File: src/common/spi_bus_consts.svh
// Widths and opcodes shared by the bridge; RAM depth is 2**RAM_ADDR_BITS, upper bits alias
`ifndef SPI_BUS_CONSTS_SVH
`define SPI_BUS_CONSTS_SVH

// Bus geometry
`define SPI_ADDR_W     17
`define SPI_DATA_W     8

// Address bits decoded by the on-chip RAM
`define RAM_ADDR_BITS  10

// Opcodes carried in bits [7:5] of the command byte
`define OP_WRITE_AT    3'b100
`define OP_READ_AT     3'b110
`define OP_READ_NEXT   3'b111

`endif
File: src/spi1/spi_byte_link.sv
// SPI mode 0 byte link, MSB first; pins are synchronized so sck must not exceed clk/8
`include "spi_bus_consts.svh"

module spi_byte_link (
    input  logic                   clk,
    input  logic                   rst_n_i,
    input  logic                   spi_sck_i,
    input  logic                   spi_cs_n_i,
    input  logic                   spi_pico_i,
    output logic                   spi_poci_o,
    input  logic [`SPI_DATA_W-1:0] tx_byte_i,
    output logic [`SPI_DATA_W-1:0] rx_byte_o,
    output logic                   rx_valid_o,
    output logic                   cs_start_o,
    output logic                   cs_active_o
);

    logic [1:0] sck_sync;   // Two-flop synchronizers
    logic [1:0] cs_n_sync;
    logic [1:0] pico_sync;
    logic       sck_d;      // Previous synchronized level
    logic       cs_n_d;

    logic       sck_rise;
    logic       sck_fall;
    logic       cs_fall;
    logic       cs_on;

    logic [2:0]             bit_cnt;
    logic [`SPI_DATA_W-1:0] rx_shift;
    logic [`SPI_DATA_W-1:0] tx_shift;

    always_ff @(posedge clk or negedge rst_n_i) begin
        if (!rst_n_i) begin
            sck_sync  <= 2'b00;
            cs_n_sync <= 2'b11;     // Bus idles deselected
            pico_sync <= 2'b00;
            sck_d     <= 1'b0;
            cs_n_d    <= 1'b1;
        end else begin
            sck_sync  <= {sck_sync[0], spi_sck_i};
            cs_n_sync <= {cs_n_sync[0], spi_cs_n_i};
            pico_sync <= {pico_sync[0], spi_pico_i};
            sck_d     <= sck_sync[1];
            cs_n_d    <= cs_n_sync[1];
        end
    end

    assign cs_on    = ~cs_n_sync[1];
    assign sck_rise = cs_on &  sck_sync[1] & ~sck_d;
    assign sck_fall = cs_on & ~sck_sync[1] &  sck_d;
    assign cs_fall  = ~cs_n_sync[1] & cs_n_d;

    // Receive side; a byte completes on the eighth rising edge
    always_ff @(posedge clk or negedge rst_n_i) begin
        if (!rst_n_i) begin
            bit_cnt     <= 3'd0;
            rx_shift    <= '0;
            rx_byte_o   <= '0;
            rx_valid_o  <= 1'b0;
            cs_start_o  <= 1'b0;
            cs_active_o <= 1'b0;
        end else begin
            rx_valid_o  <= 1'b0;
            cs_start_o  <= cs_fall;
            cs_active_o <= cs_on;
            if (!cs_on) begin
                bit_cnt <= 3'd0;    // Drop any partial byte
            end else if (sck_rise) begin
                rx_shift <= {rx_shift[`SPI_DATA_W-2:0], pico_sync[1]};
                bit_cnt  <= bit_cnt + 3'd1;
                if (bit_cnt == 3'd7) begin
                    rx_byte_o  <= {rx_shift[`SPI_DATA_W-2:0], pico_sync[1]};
                    rx_valid_o <= 1'b1;
                end
            end
        end
    end

    // Transmit side; reload between bytes so late reply data is still picked up
    always_ff @(posedge clk or negedge rst_n_i) begin
        if (!rst_n_i) begin
            tx_shift <= '0;
        end else if (bit_cnt == 3'd0 && !sck_rise) begin
            tx_shift <= tx_byte_i;  // MSB presented before first rising edge
        end else if (sck_fall) begin
            tx_shift <= {tx_shift[`SPI_DATA_W-2:0], 1'b0};
        end
    end

    assign spi_poci_o = tx_shift[`SPI_DATA_W-1];

endmodule

File: config.mk
export PLATFORM = sky130hd
export DESIGN_NAME = spi_byte_link
export DESIGN_NICKNAME = d
export VERILOG_FILES = /design/src/spi1/spi_byte_link.sv
export VERILOG_INCLUDE_DIRS = /design/src /design/src/common
export SDC_FILE = /design/constraint.sdc
export NUM_CORES = 1
export LEC_CHECK = 0
export BUFFER_PORTS_ARGS = -buffer_cell sky130_fd_sc_hd__buf_2
export CAP_MARGIN = 0
export CORE_MARGIN = 1
export CORE_UTILIZATION = 48
export CTS_BUF_LIST = sky130_fd_sc_hd__clkbuf_16
export DETAILED_ROUTE_END_ITERATION = 8
export PLACE_DENSITY_LB_ADDON = 0.3
export SYNTH_ARGS = -nofsm -noshare
export SYNTH_HDL_FRONTEND = slang
export SYNTH_SLANG_ARGS = --single-unit
export TNS_END_PERCENT = 30
File: constraint.sdc
create_clock -name clk -period 2.6 [get_ports clk]
set_input_delay 0.39 -clock clk [delete_from_list [all_inputs] [get_ports clk]]
set_output_delay 0.39 -clock clk [all_outputs]
set_load 0.1 [all_outputs]
# After elaboration in Yosys (flattened, before gate mapping)
# Index checks and enable logic that the tools add are counted.
# classes
addsub	1
n_eq_ne	1
n_mux	7
bitwise	8
reduce_logical	7
# ops
operator	n
$mux 8	2
$mux 3	2
$and 1x1->1	5
$reduce_bool 2->1	2
$add 3x1->3 const B	1
$eq 3x3->1 const B	1
$logic_not 3->1	1
$mux 1	3
$not 1->1	3
$reduce_and 3->1	1
$reduce_and 2->1	1
$logic_and 1x1->1	1
$logic_not 1->1	1
# word_totals
ff_bits	37
in_bits	13
out_inout_bits	12

# Longest topological paths before layout
# depth
depth_word	6
ltp_mapped	5

# Least setup slack after synthesis
# OpenSTA, ideal clock, no wires.
# synth_timing
path_kind	flip-flop to flip-flop
from	register cs_n_sync[1]
to	register tx_shift[7]
arrival_ns	1.500
t_required_ns	2.475
setup_slack_ns	0.974
path_stages_with_launch	5
n_path_buf	1
cell_sequence	dfstp_2 -> buf_6 -> nor3b_2 -> mux2_2 -> mux2_4
# synth_between
elab_chain_len	6
elab_cells_between_ends	9
# synth_lines
item	line_no	text
from (decl)	spi_byte_link.sv:19	logic [1:0] cs_n_sync;
from (signal assigned)	spi_byte_link.sv:42	cs_n_sync <= {cs_n_sync[0], spi_cs_n_i};
$not 1->1 (no source line) *	n/a	
$and 1x1->1 (2 in a row)	spi_byte_link.sv:50	assign sck_rise = cs_on & sck_sync[1] & ~sck_d;
$logic_not 1->1	spi_byte_link.sv:84	end else if (bit_cnt == 3'd0 && !sck_rise) begin
$logic_and 1x1->1	spi_byte_link.sv:84	
$mux 8 / $reduce_bool 2->1 (equally long branches)	n/a	
to (signal assigned)	spi_byte_link.sv:85	tx_shift <= tx_byte_i;
to (signal assigned)	spi_byte_link.sv:87	tx_shift <= {tx_shift[`SPI_DATA_W-2:0], 1'b0};
to (decl)	spi_byte_link.sv:31	logic [`SPI_DATA_W-1:0] tx_shift;
# Every way passes the cells marked *; elsewhere a longest branch is shown, timed or not.
# A chain may end at the register's enable or synchronous reset.

# Final worst setup path
# layout_timing
from	register cs_n_sync[1]
to	register tx_shift[0]
# Same word-level chain as after synthesis.

==> impl_metrics.ini <==
[worst_setup_path]
path_cells = nor3b_4, or3b_1, mux2_4
path_max_fanout = 9
crit_required_ns = 2.76
cpPeakStageDelay_ns = 0.61
cp.arrival_ns = 1.95
critPathCaptureType = flip-flop
worstSetupPathType = flip-flop to flip-flop
critPathLaunchType = flip-flop
crit_path_top_delay_cell = dfstp_2

[die]
die_h_um = 58.4
die_w_um = 58.4
die_area_um2 = 3420
rows = 20
io_pins = 25
start_util_pct = 50.5
fp.coreArea_um2 = 3030

[detailed_routing]
drt_pass1_iterations = 2
wire_per_inst_um = 12.5
ant_nets = 0
vias = 758
vias_per_cell = 4.68
drt_wl_total_um = 2030
drt-initial-drc-count = 7
drc_errors = 0

[timing]
worst_slew_pin_slew_ns = 0.766
fin_skew_ns = 0.00437
slew_headroom_pct = 49.0
hold_violations = 0
tns_ns = 0
timing.fmax_ghz = 0.558
post-route-period-util_pct = 68.9
final_max_slew_viol_count = 0
setup_violations = 0
min_period_ns = 1.79
rsz0062_at_grt = no

[job]
maxCapViolations = 0

[grt]
gr-total-overflow = 0
grt_max_degree = 38
grt_usage_pct = 15.2
antenna_found_initial = 0
grt_pass1_vias = 775
grt_pass1_wl_um = 3580

[placement]
dp.cells = 154
dp_hpwl_um = 1430
portBuffers = 24
place_congestion = 0.755

[cts]
cts_resized = 0
insertion_delay_ns = 0.27
cts_tree = built
numCtsBuffers = 5
postCtsSetupRepairBufs = 0
cts.htree.levels = 2
cts_sinks = 37
path_clk_slew_ns = 0.05
root_buffer = clkbuf_16
hold_buffers = 0
cts.path.max_buffers = 2

[worst_hold_path]
hp-class = input pin to async pin

[synthesis]
syn_inst = 89
synth.avg_cell_area_um2 = 17.2
ys_warn_count = 0
synth_cell_types = 18
synth_nets = 105
netlist_area_um2 = 1530
ys_ff_latch = 37
ys_seq_area_share_pct = 60.8

[power]
vdd_drop_max_uv = 445
leakagePower_uw = 0.000886
power.density_nw_per_um2 = 794

[final_layout]
area_growth_pct = 17.7
post_route_cells_drive_above_1_share_pct = 55.9
fin_cells = 162
n_fill_cell = 241
fin_nets = 133
diodes = 0

[status]
outcome = complete, no violations
## layout by cell type, fill, tap and decap left out, drive strengths merged
master	instances
dfrtp	34
mux2	30
buf	24
clkbuf	5
inv	3
nor2	3
ha	3
dfstp	3
clkinv	3
nor2b	2
mux2i	2
nor3b	2
and2b	1
and2	1
xnor2	1
or3b	1
## flip-flops by register name, indices dropped and copies added, names as in the netlist
signal       count
rx_byte_o        8
tx_shift         8
rx_shift         7
bit_cnt          3
cs_n_sync        2
pico_sync        2
sck_sync         2
cs_active_o      1
cs_n_d           1
cs_start_o       1
rx_valid_o       1
sck_d            1
## synth_stat cells
library cell / count / area, µm²
buf_6: 2 / 22.5
nor3b_2: 1 / 12.5
nor3b_4: 1 / 18.8
buf_12: 1 / 20.0
mux2_2: 13 / 146
nor2_1: 3 / 11.3
ha_1: 3 / 37.5
xnor2_1: 1 / 8.76
nor2b_1: 2 / 12.5
mux2_1: 1 / 11.3
dfstp_2: 3 / 78.8
mux2i_1: 2 / 20.0
and2_4: 1 / 8.76
and2b_2: 1 / 8.76
or3b_1: 1 / 8.76
mux2_4: 16 / 240
dfrtp_1: 34 / 851
inv_1: 3 / 11.3
## power breakdown
part / internal [µW] / leakage [µW] / switching (µW)
registers: 652 / 0.000461 / 47.0
logic: 97.6 / 0.000356 / 82.8
clock network: 346 / 0.0000687 / 205
## critical path, delay by kind of cell, from the launching register on
family	cells	cell delay, ns
DFF	1	0.61
and+or+nand+nor	2	0.68
muxes	1	0.37
## kinds of logic (layout without fill, tap and decap cells)
family	count (synthesis)	count (layout)	synth area share [%]
adders and majority gates	3	3	2.46
and+or+nand+nor	10	10	5.32
DFF	37	37	60.8
buffers and inverters	6	35	3.52
muxes	32	32	27.3
xor gates and xnor gates	1	1	0.573
## area by class of cell
cell class / instances / area [µm²] / area share (%)
clock inverter: 3 / 12.5 / 0.695
timing repair buffer: 24 / 120 / 6.68
multi-input combinational: 46 / 546 / 30.3
tap: 44 / 55.1 / 3.06
clock buffer: 5 / 125 / 6.95
sequential: 37 / 930 / 51.7
inverter: 3 / 11.3 / 0.626
## stage by stage
step / utilization [%] / setup WS [ns] / instance area, µm² / total power (µW) / hold WS (ns)
5_1_grt: 59.4 / 0.701 / 1800 / 1510 / 0.199
2_1_floorplan: - / 0.974 / 1530 / 843 / 0.0944
6_report: 59.4 / 0.808 / 1800 / 1430 / 0.190
3_5_place_dp: 54.9 / 0.788 / 1660 / 894 / 0.337
3_3_place_gp: 54.9 / 0.832 / 1660 / 880 / 0.336
4_1_cts: 59.4 / 0.777 / 1800 / 1450 / 0.207
## final timing paths
| path | slack [ns] | to | start | cells past startpoint |
|---|---|---|---|---|
| worst max-delay path | 0.81 | tx_shift[0] | cs_n_sync[1] | 3 |
| worst min-delay path | 0.19 | rx_shift[4] | rst_n_i | 1 |
| worst max register to register | 0.81 | tx_shift[0] | cs_n_sync[1] | 3 |
| worst min register to register | 0.35 | pico_sync[1] | pico_sync[0] | 0 |
| max in group asynchronous | 1.92 | tx_shift[0] | rst_n_i | 1 |
| min in group clk | 0.21 | cs_n_sync[0] | spi_cs_n_i | 1 |
## layer usage
metal  up-vias  track usage [%]  share of wire (%)
met5         -                0                  0
met1       376             17.6                 43
met3         5             7.25                5.2
met2        20             23.0                 50
li1        357                -                  -
met4         0             9.18                2.2
No activity file was read; power rests on OpenSTA's default activity.
