[src/common/spi_bus_consts.svh]
// Widths and opcodes shared by the bridge; RAM depth is 2**RAM_ADDR_BITS, upper bits alias
`ifndef SPI_BUS_CONSTS_SVH
`define SPI_BUS_CONSTS_SVH

// Bus geometry
`define SPI_ADDR_W     17
`define SPI_DATA_W     8

// Address bits decoded by the on-chip RAM
`define RAM_ADDR_BITS  10

// Opcodes carried in bits [7:5] of the command byte
`define OP_WRITE_AT    3'b100
`define OP_READ_AT     3'b110
`define OP_READ_NEXT   3'b111

`endif
[src/common/spi_bus_pkg.sv]
// Bus types for the SPI bridge; one outstanding request at a time, no error response
`include "spi_bus_consts.svh"

package spi_bus_pkg;

    // Request from the command sequencer to the memory bus
    typedef struct packed {
        logic [`SPI_ADDR_W-1:0] addr;   // Full 17-bit address
        logic [`SPI_DATA_W-1:0] wdata;  // Write data, ignored on reads
        logic                   we;     // 1 = write
    } bus_req_t;

    // Response returned with the acknowledge
    typedef struct packed {
        logic [`SPI_DATA_W-1:0] rdata;  // Valid with ready on reads
    } bus_rsp_t;

    // Decoded command; OP_NONE covers every unused opcode
    typedef enum logic [2:0] {
        OP_NONE    = 3'b000,
        OP_WR_AT   = `OP_WRITE_AT,
        OP_RD_AT   = `OP_READ_AT,
        OP_RD_NEXT = `OP_READ_NEXT
    } spi_op_e;

endpackage

[src/spi1/spi1_controller.sv]
// Command sequencer issuing one bus cycle per command and dropping partial commands on cs release
`include "spi_bus_consts.svh"

module spi1_controller (
    input  logic                   clk,
    input  logic                   rst_n_i,
    input  logic [`SPI_DATA_W-1:0] rx_byte_i,
    input  logic                   rx_valid_i,
    input  logic                   cs_start_i,
    input  logic                   cs_active_i,
    output logic [`SPI_DATA_W-1:0] tx_byte_o,
    output logic                   stall_o,
    output spi_bus_pkg::bus_req_t  req_o,
    output logic                   req_valid_o,
    input  logic                   req_ready_i,
    input  spi_bus_pkg::bus_rsp_t  rsp_i
);

    spi_bus_pkg::spi_op_e   op_in;      // Opcode of the byte arriving now
    spi_bus_pkg::spi_op_e   op_q;       // Opcode of the command in progress
    logic [1:0]             byte_idx;   // 0 = command, 1 = addr hi, 2 = addr lo, 3 = data
    logic [`SPI_ADDR_W-1:0] addr_q;
    logic [`SPI_ADDR_W-1:0] last_addr_q;

    logic                   byte_rx;
    logic                   issue;
    logic                   issue_we;
    logic [`SPI_ADDR_W-1:0] issue_addr;

    always_comb begin
        case (rx_byte_i[7:5])
            `OP_WRITE_AT:  op_in = spi_bus_pkg::OP_WR_AT;
            `OP_READ_AT:   op_in = spi_bus_pkg::OP_RD_AT;
            `OP_READ_NEXT: op_in = spi_bus_pkg::OP_RD_NEXT;
            default:       op_in = spi_bus_pkg::OP_NONE;
        endcase
    end

    // Bytes arriving during a bus cycle are ignored since the host waits on stall
    assign byte_rx = rx_valid_i & cs_active_i & ~req_valid_o;

    always_comb begin
        issue      = 1'b0;
        issue_we   = 1'b0;
        issue_addr = {addr_q[`SPI_ADDR_W-1:8], rx_byte_i};
        case (byte_idx)
            2'd0: begin
                if (byte_rx && op_in == spi_bus_pkg::OP_RD_NEXT) begin
                    issue      = 1'b1;
                    issue_addr = last_addr_q + {{(`SPI_ADDR_W-1){1'b0}}, 1'b1};   // Wraps at 17 bits
                end
            end
            2'd2: begin
                issue = byte_rx & (op_q == spi_bus_pkg::OP_RD_AT);
            end
            2'd3: begin
                issue      = byte_rx;
                issue_we   = 1'b1;
                issue_addr = addr_q;
            end
            default: ;
        endcase
    end

    always_ff @(posedge clk or negedge rst_n_i) begin
        if (!rst_n_i) begin
            byte_idx    <= 2'd0;
            op_q        <= spi_bus_pkg::OP_NONE;
            req_valid_o <= 1'b0;
            stall_o     <= 1'b0;
            tx_byte_o   <= '0;
        end else if (!cs_active_i || cs_start_i) begin
            byte_idx    <= 2'd0;    // Abandon anything pending
            req_valid_o <= 1'b0;
            stall_o     <= 1'b0;
        end else begin
            if (req_valid_o && req_ready_i) begin
                req_valid_o <= 1'b0;
                stall_o     <= 1'b0;
                if (!req_o.we) begin
                    tx_byte_o <= rsp_i.rdata;   // Reply for the next SPI byte
                end
            end
            if (issue) begin
                req_valid_o <= 1'b1;
                stall_o     <= 1'b1;
            end
            if (byte_rx) begin
                case (byte_idx)
                    2'd0: begin
                        op_q <= op_in;
                        if (op_in == spi_bus_pkg::OP_WR_AT ||
                            op_in == spi_bus_pkg::OP_RD_AT) begin
                            byte_idx <= 2'd1;
                        end
                    end
                    2'd1: byte_idx <= 2'd2;
                    2'd2: byte_idx <= (op_q == spi_bus_pkg::OP_WR_AT) ? 2'd3 : 2'd0;
                    default: byte_idx <= 2'd0;
                endcase
            end
        end
    end

    // Address and request payload
    always_ff @(posedge clk) begin
        if (byte_rx) begin
            case (byte_idx)
                2'd0: addr_q[`SPI_ADDR_W-1] <= rx_byte_i[0];   // Address bit 16
                2'd1: addr_q[15:8] <= rx_byte_i;
                2'd2: addr_q[7:0]  <= rx_byte_i;
                default: ;
            endcase
        end
        if (issue) begin
            req_o.addr  <= issue_addr;
            req_o.wdata <= rx_byte_i;   // Only meaningful for WRITE_AT
            req_o.we    <= issue_we;
            last_addr_q <= issue_addr;
        end
    end

endmodule

[config.mk]
export PLATFORM = sky130hd
export DESIGN_NAME = spi1_controller
export DESIGN_NICKNAME = d
export VERILOG_FILES = /design/src/common/spi_bus_pkg.sv /design/src/spi1/spi1_controller.sv
export VERILOG_INCLUDE_DIRS = /design/src /design/src/common
export SDC_FILE = /design/constraint.sdc
export NUM_CORES = 1
export LEC_CHECK = 0
export BUFFER_PORTS_ARGS = -buffer_cell sky130_fd_sc_hd__buf_2
export CAP_MARGIN = 20
export CORE_MARGIN = 4
export CORE_UTILIZATION = 40
export DETAILED_ROUTE_END_ITERATION = 12
export HOLD_SLACK_MARGIN = 0.08
export PLACE_DENSITY_LB_ADDON = 0.25
export SLEW_MARGIN = 20
export SYNTH_ARGS = -nofsm -noshare
export SYNTH_HDL_FRONTEND = slang
export SYNTH_SLANG_ARGS = --single-unit
export TNS_END_PERCENT = 10
[constraint.sdc]
create_clock -name clk -period 3.27 [get_ports clk]
set_input_delay 0.654 -clock clk [delete_from_list [all_inputs] [get_ports clk]]
set_output_delay 0.654 -clock clk [all_outputs]
set_load 0.01 [all_outputs]
Word-level counts from Yosys, hierarchy flattened
Index checks and enable logic that the tools add are counted.
{ "word_totals": {"reg_bits": 57, "inputBits": 22, "out_inout_bits": 36, "wordCells": 57} }
{ "classes": {"add_sub_neg": 1, "eq_ne": 12, "mux": 14, "n_bitwise": 6, "reduce_logical": 14} }
{ "op_table": {"columns": ["operator", "n"], "rows": [
  ["$pmux 17 s2", 1],
  ["$eq 3x3->1 const B", 8],
  ["$add 17x1->17 const B", 1],
  ["$mux 17", 1],
  ["$pmux 3 s3", 1],
  ["$mux 2", 4],
  ["$reduce_and 2->1", 4],
  ["$pmux 2 s3", 1],
  ["$reduce_and 3->1", 2],
  ["$mux 1", 5],
  ["$eq 2x2->1 const B", 2],
  ["$and 1x1->1", 3],
  ["$ne 3x3->1 const B", 1],
  ["$not 1->1", 3],
  ["$pmux 1 s3", 1],
  ["$reduce_bool 3->1", 1],
  ["$eq 2x1->1 const B", 1],
  ["$logic_and 1x1->1", 2],
  ["$logic_not 2->1", 1],
  ["$logic_or 1x1->1", 2],
  ["$reduce_bool 2->1", 1],
  ["$logic_not 1->1", 1]
]} }

Logic depth before layout (Yosys ltp)
Gate-level depths: netlist of the first run.
{ "depth": {"ltp_word": 8, "ltp_mapped": 8, "depth_no_buf": 6} }

Worst setup path before layout of the first run
OpenSTA, ideal clock, no wires.
{ "synth_path": {"path_type": "input -> register", "startpoint": "input rx_byte_i[5]", "endpoint": "register last_addr_q[0], enable pin", "setup_time_ns": 0.406, "t_arrival_ns": 2.045, "required_ns": 2.864, "setup_slack_ns": 0.818, "path_stages": 3, "path_buffers": 0, "cell_sequence": "and3_4 a211oi_1 nor3b_2"} }
{ "synth_between": {"elab_chain_len": 6, "elab_cells_between_ends": 8, "classes_between": "eq/ne (4); mux (3); reduce/logical (1)"} }
{ "synth_rtl": {"columns": ["item", "line", "rtl"], "rows": [
  ["start: declaration", "spi1_controller.sv:7", "input logic [`SPI_DATA_W-1:0] rx_byte_i,"],
  ["$eq 3x3->1", "spi1_controller.sv:31", "case (rx_byte_i[7:5])"],
  ["$pmux 3 s3 *", "spi1_controller.sv:31", null],
  ["$eq 3x3->1 *", "spi1_controller.sv:48", "if (byte_rx && op_in == spi_bus_pkg::OP_RD_NEXT) begin"],
  ["$logic_and 1x1->1 *", "spi1_controller.sv:48", null],
  ["$mux 1 *", "spi1_controller.sv:48", null],
  ["$pmux 1 s3 *", "spi1_controller.sv:46", "case (byte_idx)"],
  ["named net issue", "spi1_controller.sv:26", "logic issue;"],
  ["end signal: assignment", "spi1_controller.sv:119", "last_addr_q <= issue_addr;"],
  ["end: declaration", "spi1_controller.sv:23", "logic [`SPI_ADDR_W-1:0] last_addr_q;"]
]} }
Mark *: on every way through the listed nets, which the timed path passes. The rest lies on a longest branch.
A chain may end at the register's enable or synchronous reset.

Final worst setup path of the first run
{ "layout_path": {"startpoint": "register byte_idx[0]", "endpoint": "register last_addr_q[15] (data pin)"} }
{ "layout_between": {"elab_chain_len": 2, "elab_cells_between_ends": 3, "classes_between": "eq/ne (1); mux (1); reduce/logical (1)"} }
{ "layout_rtl": {"columns": ["item", "line", "rtl"], "rows": [
  ["start: declaration", "spi1_controller.sv:21", "logic [1:0] byte_idx;"],
  ["start signal: assignment", "spi1_controller.sv:98", "2'd2: byte_idx <= (op_q == spi_bus_pkg::OP_WR_AT) ? 2'd3 : 2'd0;"],
  ["$eq 2x2->1 or $logic_not 2->1 (tied branches)", "spi1_controller.sv:46", null],
  ["$pmux 17 s2 *", "spi1_controller.sv:46", null],
  ["named net issue_addr[15]", "spi1_controller.sv:28", "logic [`SPI_ADDR_W-1:0] issue_addr;"]
]} }
Marked as above.

==> metrics.txt, run 1 <==
# TYPE chip_impl_metric gauge
chip_impl_metric{name="io_pins",unit=""} 58
chip_impl_metric{name="switchingPower",unit="uW"} 322
chip_impl_metric{name="cts.clk_slew.worst_paths",unit="ns"} 0.06
chip_impl_info{name="timing_worst_setup_path_type",value="reg -> reg"} 1
chip_impl_metric{name="seq_power_share",unit="%"} 55.5
chip_impl_metric{name="synth_seq_area_share",unit="%"} 61.9
chip_impl_metric{name="register_area",unit="um2"} 1640
chip_impl_metric{name="multiInputGateArea",unit="um2"} 931
chip_impl_metric{name="post-route-drc-count",unit=""} 0
chip_impl_metric{name="critical_path.n_buffers_inverters",unit=""} 1
chip_impl_metric{name="internal_power",unit="mW"} 1.13
chip_impl_metric{name="rr_worst_depth",unit=""} 6
chip_impl_metric{name="grt_pass1_wl",unit="mm"} 9.14
chip_impl_info{name="top_cell_family_by_delay_on_the_critical_path",value="simple AND/OR/NAND/NOR gates"} 1
chip_impl_metric{name="fin_util",unit="%"} 49.7
chip_impl_metric{name="start_util",unit="%"} 41.5
chip_impl_metric{name="drive_above_1_share",unit="%"} 30.9
chip_impl_metric{name="slew_headroom",unit="%"} 54.5
chip_impl_metric{name="globalRouteOverflowTotal",unit=""} 0
chip_impl_metric{name="timing.critical_path.depth",unit=""} 6
chip_impl_info{name="unrepaired_setup_endpoints_after_global_routing",value="no"} 1
chip_impl_metric{name="tritoncts.num_buffers",unit=""} 9
chip_impl_info{name="synth_top_flop_cell",value="edfxtp_1"} 1
chip_impl_info{name="outcome",value="complete, no violations"} 1
chip_impl_metric{name="synthCells",unit=""} 197
chip_impl_metric{name="finalSetupTns",unit="ns"} 0
chip_impl_metric{name="post_dp_hpwl",unit="mm"} 4.22
chip_impl_info{name="startpoint_type",value="register"} 1
chip_impl_metric{name="finalWorstPathRequiredPeriod",unit="ns"} 2.30
chip_impl_metric{name="design.die.area",unit="um2"} 8000
chip_impl_metric{name="power.share.combinational",unit="%"} 6.9
chip_impl_metric{name="drt_first_pass_iters",unit=""} 5
chip_impl_metric{name="crit_path_max_incr_delay",unit="ns"} 0.61
chip_impl_info{name="tritoncts",value="built"} 1
chip_impl_metric{name="syn_nets",unit=""} 224
chip_impl_metric{name="post_cts.repair.setup_buffers",unit=""} 0
chip_impl_metric{name="detailedRoute.firstIterationViolations",unit=""} 117
chip_impl_metric{name="count_of_input_and_output_buffers",unit=""} 57
chip_impl_metric{name="ant_nets",unit=""} 0
chip_impl_metric{name="part_of_the_power_in_the_clock_network",unit="%"} 37.6
chip_impl_metric{name="htree_num_levels",unit=""} 3
chip_impl_metric{name="cts-resized-gates",unit=""} 0
chip_impl_metric{name="fill_cells",unit=""} 579
chip_impl_metric{name="worstPathMaxFanout",unit=""} 10
chip_impl_metric{name="synth.cell_area",unit="um2"} 2650
chip_impl_metric{name="yosys_warning_total",unit=""} 0
chip_impl_metric{name="cts.hold.buffers_added",unit=""} 0
chip_impl_info{name="synth_top_area_cell",value="edfxtp_1"} 1
chip_impl_metric{name="nNetsFinal",unit=""} 287
chip_impl_metric{name="gp_congestion",unit=""} 0.867
chip_impl_metric{name="detailroute.via_count",unit=""} 1811
chip_impl_metric{name="areaGrowthSynthToFinish",unit="%"} 19.8
chip_impl_metric{name="grt_start_max_net_pins",unit=""} 16
chip_impl_metric{name="async_flop_share",unit="%"} 24.6
chip_impl_metric{name="grt_pass1_vias",unit=""} 1816
chip_impl_info{name="crit_path_cell_trace",value="inv_1 > ha_1 > nand4b_4 > nor3_2 > and4_1 > a211o_1"} 1
chip_impl_metric{name="cellPowerDensity",unit="nW/um2"} 457
chip_impl_info{name="cts.root.buffer_cell",value="clkbuf_8"} 1
chip_impl_metric{name="fmax",unit="MHz"} 434
chip_impl_metric{name="finalSetupViolations",unit=""} 0
chip_impl_metric{name="yosysTopAreaCellShare",unit="%"} 48.7
chip_impl_info{name="synthTopCellsByArea",value="edfxtp_1 49%, dfrtp_1 13%, mux2_1 3.4%"} 1
chip_impl_metric{name="fp.coreArea",unit="um2"} 6390
chip_impl_metric{name="row_count",unit=""} 29
chip_impl_metric{name="number_of_antenna_violations_at_the_first_check_in_global_routing",unit=""} 0
chip_impl_metric{name="worst_ep_arrival_time",unit="ns"} 2.51
chip_impl_metric{name="ctsLongestPathBuffers",unit=""} 2
chip_impl_info{name="min-delay-path-class",value="in -> async"} 1
chip_impl_metric{name="pins_over_slew_limit",unit=""} 0
chip_impl_info{name="end_kind",value="register"} 1
chip_impl_metric{name="synth.distinct_cells",unit=""} 48
chip_impl_metric{name="critical_path_required",unit="ns"} 3.47
chip_impl_metric{name="drv.max_cap_violation_count",unit=""} 0
chip_impl_metric{name="numClockSinks",unit=""} 57
chip_impl_metric{name="ir_drop",unit="mV"} 0.221
chip_impl_metric{name="p_sw_share",unit="%"} 22.2
chip_impl_info{name="critical-path-slowest-cell",value="nor3_2"} 1
chip_impl_metric{name="groute.usage.overall",unit="%"} 15.7
chip_impl_metric{name="wire_per_inst",unit="um"} 17.0
chip_impl_metric{name="antenna_cells",unit=""} 0
chip_impl_metric{name="die-width",unit="um"} 89.4
chip_impl_metric{name="worst_pin_slew",unit="ns"} 0.679
chip_impl_metric{name="routed_wirelength",unit="mm"} 5.80
chip_impl_metric{name="static_leak",unit="nW"} 1.34
chip_impl_metric{name="number_of_enable_type_register_cells_in_the_synthesized_netlist",unit=""} 43
chip_impl_metric{name="worst_clock_skew",unit="ns"} 0.00780
chip_impl_metric{name="clkLatencyLatePin",unit="ns"} 0.33
chip_impl_metric{name="min_period_over_period",unit="%"} 70.5
chip_impl_metric{name="fin_hold_viols",unit=""} 0
chip_impl_metric{name="vias_per_cell",unit=""} 5.30
chip_impl_metric{name="yosys_register_bits",unit=""} 57
chip_impl_metric{name="die-height",unit="um"} 89.4
chip_impl_metric{name="synth_area_per_cell",unit="um2"} 13.5
-- worst register-to-register path, cell delays in order (launching register included) --
cell and delay (ns):
dfrtp_1 0.43, inv_1 0.11, ha_1 0.38, nand4b_4 0.24
nor3_2 0.61, and4_1 0.32, a211o_1 0.10
-- power by group through the flow --
| stage | Clock [mW] | Combinational [mW] | Sequential, mW |
|---|---|---|---|
| 2_1_floorplan | 0 | 0.0550 | 0.822 |
| 3_3_place_gp | 0 | 0.0982 | 0.820 |
| 3_5_place_dp | 0 | 0.100 | 0.820 |
| 4_1_cts | 0.561 | 0.100 | 0.806 |
| 5_1_grt | 0.593 | 0.111 | 0.807 |
| 6_report | 0.546 | 0.0994 | 0.805 |
-- cell families after synthesis --
logic type	synth area share (%)
AND/OR/NAND/NOR	13.2
buffers and inverters	3.21
multiplexers	3.78
XOR/XNOR	3.63
adder cells (fa/ha/maj)	2.36
AO/OA/AOI/OAI	11.9
flip-flops	61.9
-- worst paths after layout --
check | from | end | slack, ns
worst min register to register | tx_byte_o[1]$_DFFE_PN0P_ | tx_byte_o[1]$_DFFE_PN0P_ | 0.49
max in group asynchronous | rst_n_i | tx_byte_o[3]$_DFFE_PN0P_ | 2.82
min in group clk | tx_byte_o[1]$_DFFE_PN0P_ | tx_byte_o[1]$_DFFE_PN0P_ | 0.49
worst min-delay path | rst_n_i | tx_byte_o[4]$_DFFE_PN0P_ | 0.21
worst max-delay path | byte_idx[0]$_DFFE_PN0P_ | last_addr_q[15]$_DFFE_PP_ | 0.97
worst max register to register | byte_idx[0]$_DFFE_PN0P_ | last_addr_q[15]$_DFFE_PP_ | 0.97
-- Yosys cell counts, types with 3 or more instances --
library cell,n
nand2_1,10
xor2_1,10
a211oi_1,3
a221o_1,4
nor2_1,12
nor3_1,6
a21oi_1,3
edfxtp_1,43
mux2_1,8
a22o_1,8
dfrtp_1,14
nor4_1,3
ha_1,5
o21ai_0,4
nand3_1,7
o31ai_1,3
inv_1,11
-- area by class of cell --
class | instances | share of cell area [%]
clock buffers | 12 | 4.57
clock inverters | 4 | 0.630
repair buffers | 59 | 9.46
well taps | 77 | 3.03
flip-flops and latches | 57 | 51.7
inverters | 11 | 1.30
multi-input cells | 122 | 29.3
-- flip-flops by register name (all words and copies together), names as in the netlist --
register,count
req_o,9
op_q,3
last_addr_q,17
tx_byte_o,8
byte_idx,2
addr_q,17
req_valid_o,1
-- metrics by stage --
stage | setup WS (ns) | instances | cell area (um2) | hold slack [ns] | total power [mW]
after floorplan | 0.818 | 197 | 2650 | 0.358 | 0.877
after global placement | 1.03 | 326 | 3010 | 0.469 | 0.918
after detailed placement | 0.983 | 326 | 3010 | 0.477 | 0.920
after CTS | 0.976 | 342 | 3180 | 0.203 | 1.47
after global routing | 0.816 | 342 | 3180 | 0.215 | 1.51
final | 0.965 | 342 | 3180 | 0.212 | 1.45
-- cell usage in the layout, fill, tap and decap left out, types with 2 or more instances in the layout --
cell / synthesis / final
nor4_1: 3 / 3
clkinv_2: 0 / 4
or2b_1: 2 / 2
clkbuf_1: 2 / 2
nand3_1: 7 / 7
nor2b_1: 2 / 2
clkbuf_8: 0 / 10
o21a_1: 2 / 2
a22oi_1: 2 / 2
buf_4: 2 / 2
ha_1: 5 / 5
edfxtp_1: 43 / 43
xor2_1: 10 / 10
nor3_1: 6 / 6
and2_2: 2 / 2
a221o_1: 4 / 4
buf_2: 2 / 57
mux2_1: 8 / 8
dfrtp_1: 14 / 14
or3_1: 2 / 2
a222oi_1: 2 / 2
nand4_1: 2 / 2
nor2_1: 12 / 12
a22o_1: 8 / 8
o311ai_1: 2 / 2
o31ai_1: 3 / 3
a211oi_1: 3 / 3
inv_1: 11 / 11
o21ai_0: 4 / 4
nand2_1: 10 / 10
a21oi_1: 3 / 3
-- per-layer routing --
metal	up-vias	global-route usage (%)	wire length (um)
li1	883	-	-
met1	858	21.2	2630
met2	61	23.2	2790
met3	9	3.04	297
met4	0	9.61	87
met5	-	0	0
Note: power is estimated with default switching activity, not from simulation.
==> inputs of run 2 (changes only) <==
==> constraint.sdc (replaced) <==
create_clock -name clk -period 2.1 [get_ports clk]
set_input_delay 0.42 -clock clk [delete_from_list [all_inputs] [get_ports clk]]
set_output_delay 0.42 -clock clk [all_outputs]
set_load 0.01 [all_outputs]
==> metrics.txt, run 2 (synthesis results as in run 1) <==
# TYPE chip_impl_metric gauge
chip_impl_info{name="outcome",value="complete, no violations"} 1
chip_impl_metric{name="placed_area",unit="um2"} 3210
chip_impl_metric{name="numPlacedInstances",unit=""} 351
chip_impl_metric{name="wire_per_inst",unit="um"} 16.2
chip_impl_metric{name="worst_pin_slew",unit="ns"} 0.427
chip_impl_info{name="startpoint_type",value="register"} 1
chip_impl_metric{name="gp_congestion",unit=""} 0.776
chip_impl_metric{name="fmax",unit="MHz"} 503
chip_impl_metric{name="grt_start_max_net_pins",unit=""} 15
chip_impl_metric{name="part_of_the_power_in_the_clock_network",unit="%"} 37.5
chip_impl_metric{name="finalSetupTns",unit="ns"} 0
chip_impl_metric{name="p_sw_share",unit="%"} 22.5
chip_impl_info{name="min-delay-path-class",value="in -> reg"} 1
chip_impl_metric{name="register_area",unit="um2"} 1640
chip_impl_metric{name="tritoncts.num_buffers",unit=""} 9
chip_impl_info{name="worst_setup_path_startpoint",value="byte_idx[1]$_DFFE_PN0P_"} 1
chip_impl_metric{name="crit_path_max_incr_delay",unit="ns"} 0.41
chip_impl_metric{name="post-route-drc-count",unit=""} 0
chip_impl_info{name="layout.cells.most_common",value="buf_2"} 1
chip_impl_metric{name="critical_path.n_buffers_inverters",unit=""} 2
chip_impl_metric{name="critical_path_required",unit="ns"} 2.19
chip_impl_metric{name="seq_power_share",unit="%"} 54.3
chip_impl_metric{name="die-width",unit="um"} 89.4
chip_impl_metric{name="areaGrowthSynthToFinish",unit="%"} 29.8
chip_impl_metric{name="io_pins",unit=""} 58
chip_impl_metric{name="start_util",unit="%"} 41.5
chip_impl_metric{name="antenna_cells",unit=""} 0
chip_impl_metric{name="drt_first_pass_iters",unit=""} 4
chip_impl_metric{name="power.share.combinational",unit="%"} 8.2
chip_impl_metric{name="worst_clock_skew",unit="ns"} 0.00795
chip_impl_metric{name="ant_nets",unit=""} 0
chip_impl_info{name="largest_registers",value="addr_q: 17 flops, last_addr_q: 17 flops, req_o: 9 flops"} 1
chip_impl_metric{name="vias_per_cell",unit=""} 5.17
chip_impl_metric{name="numClockSinks",unit=""} 57
chip_impl_metric{name="slew_headroom",unit="%"} 71.3
chip_impl_metric{name="pins_over_slew_limit",unit=""} 0
chip_impl_metric{name="fin_hold_viols",unit=""} 0
chip_impl_metric{name="fin_util",unit="%"} 53.9
chip_impl_metric{name="row_count",unit=""} 29
chip_impl_metric{name="drv.max_cap_violation_count",unit=""} 0
chip_impl_metric{name="groute.usage.overall",unit="%"} 16.5
chip_impl_metric{name="grt_pass1_wl",unit="mm"} 9.67
chip_impl_info{name="reg2reg_from",value="byte_idx[1]$_DFFE_PN0P_"} 1
chip_impl_metric{name="ir_drop",unit="mV"} 0.376
chip_impl_info{name="mostFrequentLayoutCells",value="57 x buf_2, 43 x edfxtp_1, 31 x buf_4"} 1
chip_impl_info{name="cts.root.buffer_cell",value="clkbuf_8"} 1
chip_impl_metric{name="globalRouteOverflowTotal",unit=""} 0
chip_impl_info{name="holdCritStartpoint",value="rsp_i[6]"} 1
chip_impl_metric{name="clkLatencyLatePin",unit="ns"} 0.33
chip_impl_metric{name="htree_num_levels",unit=""} 3
chip_impl_metric{name="routed_wirelength",unit="mm"} 6.03
chip_impl_metric{name="ctsLongestPathBuffers",unit=""} 2
chip_impl_metric{name="die-height",unit="um"} 89.4
chip_impl_info{name="top_cell_family_by_delay_on_the_critical_path",value="simple AND/OR/NAND/NOR gates"} 1
chip_impl_metric{name="number_of_antenna_violations_at_the_first_check_in_global_routing",unit=""} 0
chip_impl_info{name="tritoncts",value="built"} 1
chip_impl_metric{name="count_of_input_and_output_buffers",unit=""} 57
chip_impl_metric{name="fp.coreArea",unit="um2"} 6390
chip_impl_metric{name="multiInputGateArea",unit="um2"} 947
chip_impl_info{name="end_kind",value="register"} 1
chip_impl_metric{name="cts.clk_slew.worst_paths",unit="ns"} 0.07
chip_impl_metric{name="fill_cells",unit=""} 562
chip_impl_metric{name="detailroute.via_count",unit=""} 1927
chip_impl_metric{name="final_cells",unit=""} 373
chip_impl_metric{name="detailedRoute.firstIterationViolations",unit=""} 160
chip_impl_info{name="critical-path-slowest-cell",value="dfrtp_1"} 1
chip_impl_info{name="unrepaired_setup_endpoints_after_global_routing",value="no"} 1
chip_impl_metric{name="finalWorstPathRequiredPeriod",unit="ns"} 1.99
chip_impl_metric{name="internal_power",unit="mW"} 1.79
chip_impl_metric{name="static_leak",unit="nW"} 1.49
chip_impl_metric{name="grt_pass1_vias",unit=""} 1976
chip_impl_metric{name="switchingPower",unit="uW"} 520
chip_impl_metric{name="finalSetupViolations",unit=""} 0
chip_impl_info{name="crit_path_cell_trace",value="inv_1 > ha_2 > nor2_2 > a31oi_4 > or2_0 > buf_4 > a22o_1"} 1
chip_impl_metric{name="design.die.area",unit="um2"} 8000
chip_impl_info{name="timing_worst_setup_path_type",value="reg -> reg"} 1
chip_impl_metric{name="post_dp_hpwl",unit="mm"} 4.34
chip_impl_metric{name="layout.cell_area.non_filler",unit="um2"} 3440
chip_impl_metric{name="min_period_over_period",unit="%"} 94.7
chip_impl_metric{name="nNetsFinal",unit=""} 318
chip_impl_metric{name="drive_above_1_share",unit="%"} 38.5
chip_impl_metric{name="cellPowerDensity",unit="nW/um2"} 671
chip_impl_metric{name="worst_ep_arrival_time",unit="ns"} 2.08
chip_impl_metric{name="worstPathMaxFanout",unit=""} 5
-- run 2: worst paths after layout --
| kind | end | slack [ns] | cells after the start |
|---|---|---|---|
| max in group asynchronous | op_q[0]$_DFFE_PN0P_ | 1.33 | 2 |
| min reg2reg | tx_byte_o[1]$_DFFE_PN0P_ | 0.49 | 1 |
| max | last_addr_q[10]$_DFFE_PP_ | 0.11 | 7 |
| max reg2reg | last_addr_q[10]$_DFFE_PP_ | 0.11 | 7 |
| min in group asynchronous | tx_byte_o[7]$_DFFE_PN0P_ | 0.53 | 2 |
| min | tx_byte_o[6]$_DFFE_PN0P_ | 0.30 | 2 |
-- run 2: layout make-up --
class | instances | share of cell area (%)
Sequential cell | 57 | 47.7
Multi-Input combinational cell | 122 | 27.5
Timing Repair Buffer | 90 | 15.9
Clock buffer | 13 | 4.33
Tap cell | 77 | 2.80
Inverter | 11 | 1.20
Clock inverter | 3 | 0.509
-- run 2: layer usage --
layer	wire length (um)	track usage, %	vias to the layer above
met1	2690	21.4	925
li1	-	-	941
met5	0	0	-
met2	2920	25.9	53
met3	332	3.96	8
met4	89	7.85	0
-- run 2: power by group through the flow --
stage	Combinational [mW]	Clock, mW	Sequential [mW]
2_1_floorplan	0.0869	0	1.28
6_report	0.189	0.865	1.25
3_5_place_dp	0.183	0	1.28
3_3_place_gp	0.180	0	1.28
4_1_cts	0.188	0.882	1.25
5_1_grt	0.210	0.930	1.26
-- run 2: what timing repair did --
item | in CTS | in global routing
hold buffers | 1 | 0
pin swaps | 1 | 0
resized for setup | 0 | 4
setup buffers | 5 | 0
setup endpoints to repair | 12 | 9
hold endpoints to repair | 14 | 0
-- run 2: through the flow --
step	power (mW)	setup slack, ns	hold slack [ns]
2_1_floorplan	1.37	0.0338	0.124
3_3_place_gp	1.46	0.0329	0.334
3_5_place_dp	1.46	-0.0133	0.337
4_1_cts	2.32	0.0780	0.289
5_1_grt	2.40	0.00389	0.290
6_report	2.31	0.111	0.299
==> inputs of run 3 (changes only) <==
--- a/config.mk
+++ b/config.mk
@@ -8,6 +8,7 @@
 export LEC_CHECK = 0
 export BUFFER_PORTS_ARGS = -buffer_cell sky130_fd_sc_hd__buf_2
 export CAP_MARGIN = 20
+export CORE_ASPECT_RATIO = 0.5
 export CORE_MARGIN = 4
 export CORE_UTILIZATION = 40
 export DETAILED_ROUTE_END_ITERATION = 12
==> metrics.txt, run 3 (synthesis results as in run 1) <==
# TYPE chip_impl_metric gauge
chip_impl_metric{name="row_count",unit=""} 20
chip_impl_metric{name="detailedRoute.firstIterationViolations",unit=""} 147
chip_impl_metric{name="number_of_antenna_violations_at_the_first_check_in_global_routing",unit=""} 0
chip_impl_metric{name="worst_ep_arrival_time",unit="ns"} 2.20
chip_impl_metric{name="drv.max_cap_violation_count",unit=""} 0
chip_impl_metric{name="post_dp_hpwl",unit="mm"} 4.43
chip_impl_metric{name="vias_per_cell",unit=""} 5.02
chip_impl_metric{name="pins_over_slew_limit",unit=""} 0
chip_impl_metric{name="fmax",unit="MHz"} 498
chip_impl_metric{name="finalSetupViolations",unit=""} 0
chip_impl_info{name="unrepaired_setup_endpoints_after_global_routing",value="yes"} 1
chip_impl_metric{name="drive_above_1_share",unit="%"} 37.4
chip_impl_metric{name="holdWs",unit="ns"} 0.306
chip_impl_metric{name="worst_clock_skew",unit="ns"} 0.00723
chip_impl_metric{name="ant_nets",unit=""} 0
chip_impl_metric{name="fin_hold_viols",unit=""} 0
chip_impl_info{name="timing_worst_setup_path_type",value="reg -> reg"} 1
chip_impl_info{name="min-delay-path-class",value="in -> reg"} 1
chip_impl_metric{name="htree_num_levels",unit=""} 3
chip_impl_metric{name="grt_start_max_net_pins",unit=""} 15
chip_impl_metric{name="gp_congestion",unit=""} 0.776
chip_impl_metric{name="globalRouteOverflowTotal",unit=""} 0
chip_impl_metric{name="critical_path_required",unit="ns"} 2.30
chip_impl_metric{name="io_pins",unit=""} 58
chip_impl_metric{name="static_leak",unit="nW"} 1.52
chip_impl_metric{name="ctsLongestPathBuffers",unit=""} 2
chip_impl_metric{name="grt_pass1_vias",unit=""} 2014
chip_impl_metric{name="register_area",unit="um2"} 1640
chip_impl_metric{name="multiInputGateArea",unit="um2"} 943
chip_impl_metric{name="routed_wirelength",unit="mm"} 6.05
chip_impl_metric{name="start_util",unit="%"} 42.6
chip_impl_metric{name="worstPathMaxFanout",unit=""} 6
chip_impl_metric{name="numClockSinks",unit=""} 57
chip_impl_metric{name="placed_area",unit="um2"} 3200
chip_impl_info{name="largest_registers",value="addr_q: 17 flops, last_addr_q: 17 flops, req_o: 9 flops"} 1
chip_impl_metric{name="finalSetupTns",unit="ns"} 0
chip_impl_info{name="cts.root.buffer_cell",value="clkbuf_16"} 1
chip_impl_metric{name="worst_pin_slew",unit="ns"} 0.510
chip_impl_metric{name="wire_per_inst",unit="um"} 16.0
chip_impl_metric{name="slew_headroom",unit="%"} 65.8
chip_impl_metric{name="min_period_over_period",unit="%"} 95.6
chip_impl_metric{name="drt_first_pass_iters",unit=""} 5
chip_impl_metric{name="clkLatencyLatePin",unit="ns"} 0.33
chip_impl_metric{name="fill_cells",unit=""} 530
chip_impl_metric{name="cts.clk_slew.worst_paths",unit="ns"} 0.05
chip_impl_info{name="end_kind",value="register"} 1
chip_impl_metric{name="fp.coreArea",unit="um2"} 6230
chip_impl_metric{name="grt_pass1_wl",unit="mm"} 10.2
chip_impl_metric{name="detailroute.via_count",unit=""} 1892
chip_impl_metric{name="groute.usage.overall",unit="%"} 17.1
chip_impl_info{name="startpoint_type",value="register"} 1
chip_impl_metric{name="numPlacedInstances",unit=""} 359
chip_impl_metric{name="ir_drop",unit="mV"} 0.546
chip_impl_metric{name="tritoncts.num_buffers",unit=""} 9
chip_impl_metric{name="areaGrowthSynthToFinish",unit="%"} 33.3
chip_impl_metric{name="count_of_input_and_output_buffers",unit=""} 57
chip_impl_info{name="mostFrequentLayoutCells",value="57 x buf_2, 43 x edfxtp_1, 25 x buf_4"} 1
chip_impl_info{name="tritoncts",value="built"} 1
chip_impl_info{name="layout.cells.most_common",value="buf_2"} 1
chip_impl_metric{name="die-height",unit="um"} 65.6
chip_impl_metric{name="final_cells",unit=""} 377
chip_impl_info{name="outcome",value="complete, no violations"} 1
chip_impl_metric{name="design.die.area",unit="um2"} 8070
chip_impl_metric{name="total_power",unit="mW"} 2.79
chip_impl_metric{name="post-route-drc-count",unit=""} 0
chip_impl_metric{name="cellPowerDensity",unit="nW/um2"} 791
chip_impl_metric{name="antenna_cells",unit=""} 0
chip_impl_metric{name="nNetsFinal",unit=""} 313
chip_impl_metric{name="die-width",unit="um"} 123
chip_impl_metric{name="layout.cell_area.non_filler",unit="um2"} 3530
chip_impl_metric{name="finalWorstPathRequiredPeriod",unit="ns"} 2.01
run 3: cell types whose count changed in the layout (fill, tap and decap cells not counted), sizes merged:
cell	before	now
clkinv	2	3
clkbuf	13	9
bufinv	0	1
buf	89	84
run 3: worst paths after layout:
kind                                                from                         to  cells past startpoint  slack (ns)
worst max register to register   byte_idx[0]$_DFFE_PN0P_  last_addr_q[16]$_DFFE_PP_                      7        0.09
min in group asynchronous                        rst_n_i   tx_byte_o[2]$_DFFE_PN0P_                      2        0.51
worst min register to register  tx_byte_o[3]$_DFFE_PN0P_   tx_byte_o[3]$_DFFE_PN0P_                      1        0.49
worst min-delay path                            rsp_i[2]   tx_byte_o[2]$_DFFE_PN0P_                      2        0.31
worst max-delay path             byte_idx[0]$_DFFE_PN0P_  last_addr_q[16]$_DFFE_PP_                      7        0.09
max in group asynchronous                        rst_n_i        op_q[2]$_DFFE_PN0P_                      2        1.35
run 3: layout make-up:
class	count	share of cell area, %
flip-flops and latches	57	46.5
multi-input cells	122	26.7
repair buffers	85	14.8
clock buffers	9	6.37
well taps	88	3.12
clock inverters	5	1.38
inverters	11	1.17
run 3: layer usage:
metal / vias up / track usage [%] / wire (um)
li1: 929 / - / -
met1: 895 / 21.2 / 2860
met2: 61 / 26.5 / 2740
met3: 7 / 7.74 / 412
met4: 0 / 6.21 / 41
met5: - / 0 / 0
run 3: what timing repair did:
action	in CTS	in global routing
gates resized for setup	1	4
setup buffers	3	0
endpoints found under the hold margin	14	0
endpoints found under the setup margin	16	10
pin swaps	1	0
hold buffers	1	0
run 3: worst max-delay path, stage by stage, from the launching register on:
cell      delay, ns
dfrtp_1        0.34
inv_1          0.06
buf_4          0.13
ha_1           0.36
buf_4          0.18
or3_4          0.43
a311oi_1       0.23
a221o_1        0.15
run 3: metrics by stage:
| stage | worst slack [ns] | util [%] |
|---|---|---|
| 4_1_cts | 0.0169 | 56.5 |
| 2_1_floorplan | 0.0338 | - |
| 5_1_grt | -0.0305 | 56.7 |
| 3_3_place_gp | -0.0196 | 51.4 |
| 3_5_place_dp | -0.0811 | 51.4 |
| 6_report | 0.0922 | 56.7 |
run 3: power breakdown:
part / switching [mW] / internal (mW)
Combinational: 0.0965 / 0.0919
Sequential: 0.0129 / 1.24
Clock: 0.463 / 0.888
Total: 0.572 / 2.22
